File: config.mk
export PLATFORM = sky130hd
export DESIGN_NAME = execute_stage
export DESIGN_NICKNAME = d
export VERILOG_FILES = /design/src/hdl/rv32i_pkg.sv /design/src/hdl/control_unit.sv /design/src/hdl/rv32i_reg_file.sv /design/src/hdl/alu.sv /design/src/hdl/branch_jump_unit.sv /design/src/hdl/mem_access.sv /design/src/hdl/execute_stage.sv
export SDC_FILE = /design/constraint.sdc
export NUM_CORES = 2
export LEC_CHECK = 0
export BUFFER_PORTS_ARGS = -buffer_cell sky130_fd_sc_hd__buf_4
export CORE_ASPECT_RATIO = 1.2
export CORE_MARGIN = 8
export CORE_UTILIZATION = 35
export DETAILED_ROUTE_END_ITERATION = 10
export HOLD_SLACK_MARGIN = 0.06
export MAX_ROUTING_LAYER = met4
export REMOVE_ABC_BUFFERS = 1
export SLEW_MARGIN = 25
export SYNTH_ARGS = -nofsm -noshare
export SYNTH_HDL_FRONTEND = slang
export SYNTH_SLANG_ARGS = --single-unit
File: constraint.sdc
create_clock -name CLK -period 8.8 [get_ports CLK]
set_input_delay 0 -clock CLK [delete_from_list [all_inputs] [get_ports CLK]]
set_output_delay 0 -clock CLK [all_outputs]
set_load 0.02 [all_outputs]
File: src/hdl/rv32i_pkg.sv
package rv32i_pkg;

  // Data and address word
  typedef logic [31:0] word_t;
  // Register index
  typedef logic [4:0]  reg_addr_t;

  // Major opcodes, instr[6:0]
  typedef enum logic [6:0] {
    LUI     = 7'b0110111,
    AUIPC   = 7'b0010111,
    JAL     = 7'b1101111,
    JALR    = 7'b1100111,
    BRANCH  = 7'b1100011,
    LOAD    = 7'b0000011,
    STORE   = 7'b0100011,
    IMMED   = 7'b0010011,
    REGREG  = 7'b0110011,
    HALT_OP = 7'b1111111
  } opcode_t;

  // Load funct3, stores use the LB/LH/LW codes
  typedef enum logic [2:0] {
    LB  = 3'b000,
    LH  = 3'b001,
    LW  = 3'b010,
    LBU = 3'b100,
    LHU = 3'b101
  } load_t;

  // Branch funct3
  typedef enum logic [2:0] {
    BEQ  = 3'b000,
    BNE  = 3'b001,
    BLT  = 3'b100,
    BGE  = 3'b101,
    BLTU = 3'b110,
    BGEU = 3'b111
  } branch_t;

  typedef enum logic [3:0] {
    ADD, SUB, SLL, SLT, SLTU, XOR, SRL, SRA, OR, AND
  } alu_op_t;

  // Write-back source
  typedef enum logic [1:0] {
    WB_LOAD, WB_PC4, WB_IMM_U, WB_ALU
  } wb_sel_t;

  // Registered fetch to execute payload
  typedef struct packed {
    logic  valid;
    word_t instr;
    word_t pc;
    word_t pc4;
    logic  prediction;
  } fetch_ex_t;

  // Data bus request
  typedef struct packed {
    logic       ren;
    logic       wen;
    word_t      addr;
    word_t      wdata;
    logic [3:0] byte_en;
  } dbus_req_t;

  typedef struct packed {
    logic      wen;
    reg_addr_t rd;
    word_t     data;
  } wb_t;

  // Decoded controls
  typedef struct packed {
    // Port A: 0 rs1, 1 pc, 2 zero
    logic [1:0] alu_a_sel;
    // Port B: 0 rs2, 1 immediate
    logic       alu_b_sel;
    alu_op_t    alu_op;
    word_t      imm;
    logic       dren;
    logic       dwen;
    load_t      load_type;
    logic       branch;
    logic       jump;
    logic       jalr_sel;
    branch_t    branch_type;
    wb_sel_t    wb_sel;
    logic       reg_wen;
    logic       illegal;
    logic       halt;
  } ctrl_t;

endpackage

File: src/hdl/control_unit.sv
`timescale 1ns/10ps

module control_unit (
  input  rv32i_pkg::word_t instr,
  output rv32i_pkg::ctrl_t ctrl
);

  logic [2:0]         funct3;
  logic [6:0]         funct7;
  rv32i_pkg::opcode_t opcode;
  rv32i_pkg::word_t   imm_i, imm_s, imm_b, imm_u, imm_j;

  // funct3 and an alternate bit pick the ALU op
  function automatic rv32i_pkg::alu_op_t alu_decode(input logic [2:0] f3, input logic alt);
    rv32i_pkg::alu_op_t op;
    case (f3)
      3'd0:    op = alt ? rv32i_pkg::SUB : rv32i_pkg::ADD;
      3'd1:    op = rv32i_pkg::SLL;
      3'd2:    op = rv32i_pkg::SLT;
      3'd3:    op = rv32i_pkg::SLTU;
      3'd4:    op = rv32i_pkg::XOR;
      3'd5:    op = alt ? rv32i_pkg::SRA : rv32i_pkg::SRL;
      3'd6:    op = rv32i_pkg::OR;
      default: op = rv32i_pkg::AND;
    endcase
    return op;
  endfunction

  assign opcode = rv32i_pkg::opcode_t'(instr[6:0]);
  assign funct3 = instr[14:12];
  assign funct7 = instr[31:25];

  // Sign-extended immediates per format
  assign imm_i = {{20{instr[31]}}, instr[31:20]};
  assign imm_s = {{20{instr[31]}}, instr[31:25], instr[11:7]};
  assign imm_b = {{19{instr[31]}}, instr[31], instr[7], instr[30:25], instr[11:8], 1'b0};
  assign imm_u = {instr[31:12], 12'h000};
  assign imm_j = {{11{instr[31]}}, instr[31], instr[19:12], instr[20], instr[30:21], 1'b0};

  always_comb begin
    ctrl             = '0;
    ctrl.alu_op      = rv32i_pkg::ADD;
    ctrl.wb_sel      = rv32i_pkg::WB_ALU;
    // Same funct3 bits for loads, stores and branches
    ctrl.load_type   = rv32i_pkg::load_t'(funct3);
    ctrl.branch_type = rv32i_pkg::branch_t'(funct3);
    case (opcode)
      rv32i_pkg::LUI: begin
        ctrl.alu_a_sel = 2'd2;
        ctrl.alu_b_sel = 1'b1;
        ctrl.imm       = imm_u;
        ctrl.wb_sel    = rv32i_pkg::WB_IMM_U;
        ctrl.reg_wen   = 1'b1;
      end
      rv32i_pkg::AUIPC: begin
        ctrl.alu_a_sel = 2'd1;
        ctrl.alu_b_sel = 1'b1;
        ctrl.imm       = imm_u;
        ctrl.reg_wen   = 1'b1;
      end
      rv32i_pkg::JAL: begin
        ctrl.jump    = 1'b1;
        ctrl.imm     = imm_j;
        ctrl.wb_sel  = rv32i_pkg::WB_PC4;
        ctrl.reg_wen = 1'b1;
      end
      rv32i_pkg::JALR: begin
        ctrl.jump     = 1'b1;
        ctrl.jalr_sel = 1'b1;
        ctrl.imm      = imm_i;
        ctrl.wb_sel   = rv32i_pkg::WB_PC4;
        ctrl.reg_wen  = 1'b1;
        ctrl.illegal  = (funct3 != 3'd0);
      end
      rv32i_pkg::BRANCH: begin
        ctrl.branch  = 1'b1;
        ctrl.imm     = imm_b;
        // 2 and 3 are unassigned
        ctrl.illegal = (funct3[2:1] == 2'b01);
      end
      rv32i_pkg::LOAD: begin
        ctrl.dren      = 1'b1;
        ctrl.alu_b_sel = 1'b1;
        ctrl.imm       = imm_i;
        ctrl.wb_sel    = rv32i_pkg::WB_LOAD;
        ctrl.reg_wen   = 1'b1;
        ctrl.illegal   = (funct3 == 3'd3) || (funct3 == 3'd6) || (funct3 == 3'd7);
      end
      rv32i_pkg::STORE: begin
        ctrl.dwen      = 1'b1;
        ctrl.alu_b_sel = 1'b1;
        ctrl.imm       = imm_s;
        ctrl.illegal   = (funct3 > 3'd2);
      end
      rv32i_pkg::IMMED: begin
        ctrl.alu_b_sel = 1'b1;
        ctrl.imm       = imm_i;
        // Only the right shift has an alternate form
        ctrl.alu_op    = alu_decode(funct3, (funct3 == 3'd5) && funct7[5]);
        ctrl.reg_wen   = 1'b1;
        if (funct3 == 3'd1)
          ctrl.illegal = (funct7 != 7'd0);
        else if (funct3 == 3'd5)
          ctrl.illegal = (funct7 != 7'd0) && (funct7 != 7'b0100000);
      end
      rv32i_pkg::REGREG: begin
        ctrl.alu_op  = alu_decode(funct3, funct7[5]);
        ctrl.reg_wen = 1'b1;
        // SUB/SRA pattern only with funct3 0 or 5
        ctrl.illegal = (funct7 != 7'd0) &&
                       !((funct7 == 7'b0100000) && ((funct3 == 3'd0) || (funct3 == 3'd5)));
      end
      rv32i_pkg::HALT_OP: ctrl.halt = 1'b1;
      default:            ctrl.illegal = 1'b1;
    endcase
    // No side effects from an illegal word
    if (ctrl.illegal) begin
      ctrl.reg_wen = 1'b0;
      ctrl.dren    = 1'b0;
      ctrl.dwen    = 1'b0;
    end
  end

endmodule

File: src/hdl/rv32i_reg_file.sv
`timescale 1ns/10ps

module rv32i_reg_file (
  input  logic                CLK,
  input  logic                rst_n,
  input  rv32i_pkg::reg_addr_t rs1,
  input  rv32i_pkg::reg_addr_t rs2,
  output rv32i_pkg::word_t    rs1_data,
  output rv32i_pkg::word_t    rs2_data,
  input  rv32i_pkg::wb_t      wb
);

  rv32i_pkg::word_t regs [32];

  // Single write port, x0 never written
  always_ff @(posedge CLK or negedge rst_n) begin
    if (!rst_n) begin
      regs <= '{default: '0};
    end else if (wb.wen && (wb.rd != 5'd0)) begin
      regs[wb.rd] <= wb.data;
    end
  end

  // Asynchronous reads
  assign rs1_data = (rs1 == 5'd0) ? '0 : regs[rs1];
  assign rs2_data = (rs2 == 5'd0) ? '0 : regs[rs2];

endmodule

File: src/hdl/alu.sv
`timescale 1ns/10ps

module alu (
  input  rv32i_pkg::alu_op_t alu_op,
  input  rv32i_pkg::word_t   port_a,
  input  rv32i_pkg::word_t   port_b,
  output rv32i_pkg::word_t   result
);

  logic [4:0] shamt;

  // Shift amount from the low five bits
  assign shamt = port_b[4:0];

  always_comb begin
    case (alu_op)
      rv32i_pkg::ADD:  result = port_a + port_b;
      rv32i_pkg::SUB:  result = port_a - port_b;
      rv32i_pkg::SLL:  result = port_a << shamt;
      // Signed compare
      rv32i_pkg::SLT:  result = {31'd0, $signed(port_a) < $signed(port_b)};
      rv32i_pkg::SLTU: result = {31'd0, port_a < port_b};
      rv32i_pkg::XOR:  result = port_a ^ port_b;
      rv32i_pkg::SRL:  result = port_a >> shamt;
      // Arithmetic shift keeps the sign
      rv32i_pkg::SRA:  result = $signed(port_a) >>> shamt;
      rv32i_pkg::OR:   result = port_a | port_b;
      rv32i_pkg::AND:  result = port_a & port_b;
      default:         result = '0;
    endcase
  end

endmodule

File: src/hdl/branch_jump_unit.sv
`timescale 1ns/10ps

module branch_jump_unit (
  input  rv32i_pkg::word_t   rs1_data,
  input  rv32i_pkg::word_t   rs2_data,
  input  rv32i_pkg::word_t   pc,
  input  rv32i_pkg::word_t   pc4,
  input  rv32i_pkg::word_t   imm,
  input  logic               branch,
  input  logic               jump,
  input  logic               jalr_sel,
  input  logic               prediction,
  input  rv32i_pkg::branch_t branch_type,
  output rv32i_pkg::word_t   brj_addr,
  output logic               mispredict
);

  logic             taken;
  rv32i_pkg::word_t pc_target;
  rv32i_pkg::word_t jalr_target;

  // Branch and jal share the pc-relative adder
  assign pc_target   = pc + imm;
  // jalr drops bit 0
  assign jalr_target = (rs1_data + imm) & ~32'd1;

  always_comb begin
    case (branch_type)
      rv32i_pkg::BEQ:  taken = (rs1_data == rs2_data);
      rv32i_pkg::BNE:  taken = (rs1_data != rs2_data);
      rv32i_pkg::BLT:  taken = ($signed(rs1_data) < $signed(rs2_data));
      rv32i_pkg::BGE:  taken = ($signed(rs1_data) >= $signed(rs2_data));
      rv32i_pkg::BLTU: taken = (rs1_data < rs2_data);
      rv32i_pkg::BGEU: taken = (rs1_data >= rs2_data);
      default:         taken = 1'b0;
    endcase
  end

  always_comb begin
    if (jump) begin
      brj_addr   = jalr_sel ? jalr_target : pc_target;
      // Fetch predicted fall-through if prediction is low
      mispredict = ~prediction;
    end else if (branch) begin
      brj_addr   = taken ? pc_target : pc4;
      mispredict = prediction ^ taken;
    end else begin
      brj_addr   = pc4;
      mispredict = 1'b0;
    end
  end

endmodule

File: src/hdl/mem_access.sv
`timescale 1ns/10ps

module mem_access #(
  parameter bit big_endian_bus = 1'b0
) (
  input  rv32i_pkg::word_t     addr,
  input  rv32i_pkg::word_t     store_data,
  input  rv32i_pkg::word_t     drdata,
  input  rv32i_pkg::load_t     load_type,
  input  logic                 dren,
  input  logic                 dwen,
  input  logic                 stall,
  input  logic                 valid,
  output rv32i_pkg::dbus_req_t dbus,
  output rv32i_pkg::word_t     load_data,
  output logic                 mal_l,
  output logic                 mal_s
);

  logic [1:0]       offset;
  logic [3:0]       byte_en_le;
  logic             misaligned;
  rv32i_pkg::word_t wdata_le;
  rv32i_pkg::word_t rdata_le;
  rv32i_pkg::word_t lane;

  // Reverse byte order of a word
  function automatic rv32i_pkg::word_t mirror(input rv32i_pkg::word_t w);
    return {w[7:0], w[15:8], w[23:16], w[31:24]};
  endfunction

  assign offset = addr[1:0];

  // Enables and width checks, little-endian lane order
  always_comb begin
    case (load_type)
      rv32i_pkg::LB, rv32i_pkg::LBU: begin
        byte_en_le = 4'b0001 << offset;
        misaligned = 1'b0;
      end
      rv32i_pkg::LH, rv32i_pkg::LHU: begin
        byte_en_le = offset[1] ? 4'b1100 : 4'b0011;
        misaligned = offset[0];
      end
      default: begin
        byte_en_le = 4'b1111;
        misaligned = (offset != 2'b00);
      end
    endcase
  end

  // Store data replicated across lanes
  always_comb begin
    case (load_type)
      rv32i_pkg::LB: wdata_le = {4{store_data[7:0]}};
      rv32i_pkg::LH: wdata_le = {2{store_data[15:0]}};
      default:       wdata_le = store_data;
    endcase
  end

  assign mal_l = valid & dren & misaligned;
  assign mal_s = valid & dwen & misaligned;

  // Strobes only for a live aligned access
  assign dbus.ren     = valid & ~stall & dren & ~misaligned;
  assign dbus.wen     = valid & ~stall & dwen & ~misaligned;
  assign dbus.addr    = addr;
  assign dbus.byte_en = big_endian_bus ? {byte_en_le[0], byte_en_le[1],
                                          byte_en_le[2], byte_en_le[3]} : byte_en_le;
  assign dbus.wdata   = big_endian_bus ? mirror(wdata_le) : wdata_le;

  // Read lanes back to little-endian, then shift the addressed lane down
  assign rdata_le = big_endian_bus ? mirror(drdata) : drdata;
  assign lane     = rdata_le >> {offset, 3'b000};

  always_comb begin
    case (load_type)
      rv32i_pkg::LB:  load_data = {{24{lane[7]}}, lane[7:0]};
      rv32i_pkg::LBU: load_data = {24'd0, lane[7:0]};
      rv32i_pkg::LH:  load_data = {{16{lane[15]}}, lane[15:0]};
      rv32i_pkg::LHU: load_data = {16'd0, lane[15:0]};
      default:        load_data = rdata_le;
    endcase
  end

endmodule

File: src/hdl/execute_stage.sv
`timescale 1ns/10ps

module execute_stage #(
  parameter bit big_endian_bus = 1'b0
) (
  input  logic                 CLK,
  input  logic                 rst_n,
  input  rv32i_pkg::fetch_ex_t fetch_ex,
  input  logic                 stall,
  input  logic                 dbusy,
  input  rv32i_pkg::word_t     drdata,
  output rv32i_pkg::dbus_req_t dbus,
  output rv32i_pkg::wb_t       wb,
  output rv32i_pkg::word_t     brj_addr,
  output logic                 mispredict,
  output logic                 mal_l,
  output logic                 mal_s,
  output logic                 illegal_insn,
  output logic                 halt
);

  rv32i_pkg::ctrl_t ctrl;
  rv32i_pkg::word_t rs1_data, rs2_data;
  rv32i_pkg::word_t port_a, port_b;
  rv32i_pkg::word_t alu_result;
  rv32i_pkg::word_t load_data;
  logic             brj_mispredict;

  control_unit u_control_unit (
    .instr (fetch_ex.instr),
    .ctrl  (ctrl)
  );

  // Register indices straight from the instruction
  rv32i_reg_file u_rv32i_reg_file (
    .CLK      (CLK),
    .rst_n    (rst_n),
    .rs1      (fetch_ex.instr[19:15]),
    .rs2      (fetch_ex.instr[24:20]),
    .rs1_data (rs1_data),
    .rs2_data (rs2_data),
    .wb       (wb)
  );

  // Operand selects
  always_comb begin
    case (ctrl.alu_a_sel)
      2'd0:    port_a = rs1_data;
      2'd1:    port_a = fetch_ex.pc;
      default: port_a = '0;
    endcase
  end

  assign port_b = ctrl.alu_b_sel ? ctrl.imm : rs2_data;

  alu u_alu (
    .alu_op (ctrl.alu_op),
    .port_a (port_a),
    .port_b (port_b),
    .result (alu_result)
  );

  branch_jump_unit u_branch_jump_unit (
    .rs1_data    (rs1_data),
    .rs2_data    (rs2_data),
    .pc          (fetch_ex.pc),
    .pc4         (fetch_ex.pc4),
    .imm         (ctrl.imm),
    .branch      (ctrl.branch),
    .jump        (ctrl.jump),
    .jalr_sel    (ctrl.jalr_sel),
    .prediction  (fetch_ex.prediction),
    .branch_type (ctrl.branch_type),
    .brj_addr    (brj_addr),
    .mispredict  (brj_mispredict)
  );

  // ALU result is the data address
  mem_access #(
    .big_endian_bus (big_endian_bus)
  ) u_mem_access (
    .addr       (alu_result),
    .store_data (rs2_data),
    .drdata     (drdata),
    .load_type  (ctrl.load_type),
    .dren       (ctrl.dren),
    .dwen       (ctrl.dwen),
    .stall      (stall),
    .valid      (fetch_ex.valid),
    .dbus       (dbus),
    .load_data  (load_data),
    .mal_l      (mal_l),
    .mal_s      (mal_s)
  );

  // Write-back source
  always_comb begin
    case (ctrl.wb_sel)
      rv32i_pkg::WB_LOAD:  wb.data = load_data;
      rv32i_pkg::WB_PC4:   wb.data = fetch_ex.pc4;
      rv32i_pkg::WB_IMM_U: wb.data = ctrl.imm;
      default:             wb.data = alu_result;
    endcase
  end

  assign wb.rd  = fetch_ex.instr[11:7];
  // Hold the write while stalled, the bus is busy or a load is misaligned
  assign wb.wen = ctrl.reg_wen & fetch_ex.valid & ~stall & ~dbusy & ~mal_l;

  // No redirect while the stage is held
  assign mispredict   = brj_mispredict & fetch_ex.valid & ~stall;
  assign illegal_insn = ctrl.illegal & fetch_ex.valid;
  assign halt         = ctrl.halt & fetch_ex.valid;

endmodule

==> out/qor.txt <==
post-detailed-route count of antenna-violating nets - 0
Hold Crit Class - in -> reg
met3 GRT Util - 5.82%
total power draw - 11400 uW
Clk Latency, worst-skew pair - 0.76 ns
GR met2 Demand/Resource - 47.5%
period utilization - 97.2%
TritonCTS clock tree - done
Vias - 59.4k
Final WS setup - 0.244 ns
leading area contributor after synthesis - dfrtp_1
Yosys reg bits - 1024
row count - 180
pwr/cell area - 143 mW/mm^2
WP data arrival - 8.56 ns
most numerous cell in the Yosys netlist - dfrtp_1
Final Max Tran Viols - 0
dpl cells - 8886
Post-route DRC - 0
Hold Path End - u_rv32i_reg_file.regs[202]
unrepaired setup endpoints after global routing - no
Hold Path Origin - dbusy
number of DRC markers in iteration 0 - 6765
number of port buffers - 278
Post-Synthesis Cells - 6268
grt ovf - 0
P&R area growth vs syn - 13.6%
I/O pins - 279
WS Path Type - reg -> out
M1 GR Usage - 34.7%
post-route cell area - 0.0800 sq mm
clock sink count - 1024
RR Startpoint - u_rv32i_reg_file.regs[581]
CTS max path bufs - 3
Reg2Reg Depth - 24
placed cell area - 0.0764 sq mm
Required @ worst endpoint - 8.80 ns
Worst Path Max Fanout - 32
largest net degree at the start of global routing - 172
First-pass DRT Iterations - 10
main flop type after synthesis - dfrtp_1
antenna violations before repair - 12
Seq/Total Area, Yosys - 36.4%
count of final hold-check violations - 0
Worst setup SP type - register
GPL Wtd Cong - 1.04
grt peak-use layer - met2
core area - 0.200 sq mm
R2R Setup Slk - 0.75 ns
fill count - 19.0k
synth cell count leaders - dfrtp_1 (1024), mux2_2 (885), mux4_2 (489), nand2_1 (466), clkbuf_1 (359)
reg2reg end - u_rv32i_reg_file.regs[316]
Synth area leaders - dfrtp_1 (36%), mux4_2 (16%), mux2_2 (14%), ha_1 (3.4%), mux2i_1 (3.2%)
Die H - 508 um
wire per inst - 36.3 um
CTS clock-pin slew for the worst setup and hold paths - 0.06 ns
Largest regs - u_rv32i_reg_file.regs: 1024 flops
Starting Density - 35.2%
top-area cell type share of the netlist area - 36.4%
Peak supply drop - 0.168 mV
Die Span X - 426 um
Slew @ Worst Pin - 1.16 ns
HPWL Detailed - 239000 um
via/cell ratio - 6.53
Avg Cell Area, Syn - 11.2 sq um
slew margin rel. - 21.6%
asr flop ratio synth - 100%
first-pass GRT wire length - 461000 um
post_cts resized - 0
clock skew - 0.0650 ns
Post-synth EDFFs - 0
fin nets - 6683
die area - 0.216 sq mm
CTS root buffer - clkbuf_16
final std cells w/o fill - 9098
Total Routing Usage GR - 30.4%
synthesized area - 0.0705 sq mm
layout cells sized above 1 - 35.1%
Place WS - 0.800 ns
Min-Delay Path Depth - 5
Highest Clock Rate - 0.117 GHz
CTS Buf Count - 97
max cap viols - 0
Syn. warnings - 0
endpoints failing setup - 0
total leakage power - 0.0364 uW
run status - complete, no violations
vias in the first global route - 59.3k
register bank with the most flops - u_rv32i_reg_file.regs
Max H-tree Level - 3
hold_ws - 0.0956 ns
Synth cell types - 92
min Tclk post-route - 8.56 ns
max FFs per register - 1024
Total Wirelength - 330000 um
crit path capture type - output pin
## report_power, final
part / internal [uW] / total (uW) / switching (uW) / leakage [uW]
sequential: 4710 / 4710 / 2.04 / 0.0143
combinational: 631 / 2220 / 1580 / 0.0204
clock: 2500 / 4490 / 2000 / 0.00168
## area by class of cell
cell class	count	area, sq um	area share, %
tap	2639	3300	4.13
sequential	1024	25600	32.0
clock buffer	135	2810	3.51
timing repair buffer	589	5200	6.50
clock inverter	48	597	0.746
antenna	20	50.0	0.0626
inverter	149	559	0.699
multi-input combinational	4494	41900	52.3
## through the flow
stage / setup TNS (ns) / util, %
6_report: 0 / 40.0
5_1_grt: 0 / 39.9
4_1_cts: 0 / 39.9
3_5_place_dp: 0 / 38.2
3_3_place_gp: 0 / 38.1
2_1_floorplan: -2775.51 / -
## worst max-delay path, cell delays in order (launching register included)
cell and delay, ns:
dfrtp_1 0.43, mux4_2 0.49, a22o_1 0.25, a2111o_1 0.47
a32oi_1 0.69, inv_1 0.23, ha_1 0.48, nor2b_1 0.20
a221o_1 0.37, o21ai_0 0.36, a21oi_1 0.28, o21ai_0 0.23
buf_4 0.15, a21boi_0 0.20, o41ai_1 0.43, buf_4 0.23
nor3_1 0.06, a211oi_1 0.53, a21oi_1 0.16, mux2i_1 0.17
or4_1 0.66, nand2_1 0.15, o211ai_2 0.09, buf_4 0.26
buf_4 0.22
## cell usage in the layout, fill, tap and decap left out, types with 97 or more instances in the layout
cell type / instances
dfrtp_1: 1024
mux2_2: 885
buf_4: 520
mux4_2: 489
nand2_1: 461
nor2_1: 309
a21oi_1: 307
o21ai_0: 283
mux2i_1: 222
ha_1: 190
inv_1: 139
clkbuf_16: 97
## layer usage
metal | part of all wire [%] | vias up | wire, um
li1 | - | 24000 | -
met1 | 36 | 30700 | 119000
met2 | 46 | 3502 | 152000
met3 | 8.2 | 1185 | 27200
met4 | 9.8 | 0 | 32400
met5 | 0 | - | 0
## timing repair
item / 4_1_cts / 5_1_grt
hold buffers: 7 / 0
buffers inserted: 0 / 0
hold endpoints to repair: 142 / 0
## kinds of logic (layout without fill, tap and decap cells)
family	after synthesis	count (layout)	share of synthesized area, %
simple gates	1251	1251	8.24
flops	1024	1024	36.4
xor+xnor	65	65	0.808
mux	1618	1618	33.3
fa+ha+maj	194	194	3.49
buf+inv	750	921	4.69
other cells	0	20	0
compound gates	1366	1366	13.1
## worst max-delay path by stage
stage	from	end	cells after the start
2_1_floorplan	fetch_ex[66]	u_rv32i_reg_file.regs[942]	15
4_1_cts	u_rv32i_reg_file.regs[581]	wb[28]	24
3_3_place_gp	fetch_ex[80]	u_rv32i_reg_file.regs[347]	25
3_5_place_dp	fetch_ex[82]	u_rv32i_reg_file.regs[28]	26
5_1_grt	u_rv32i_reg_file.regs[69]	wb[26]	26
6_report	u_rv32i_reg_file.regs[581]	wb[28]	24
Note: power is estimated with default switching activity, not from simulation.
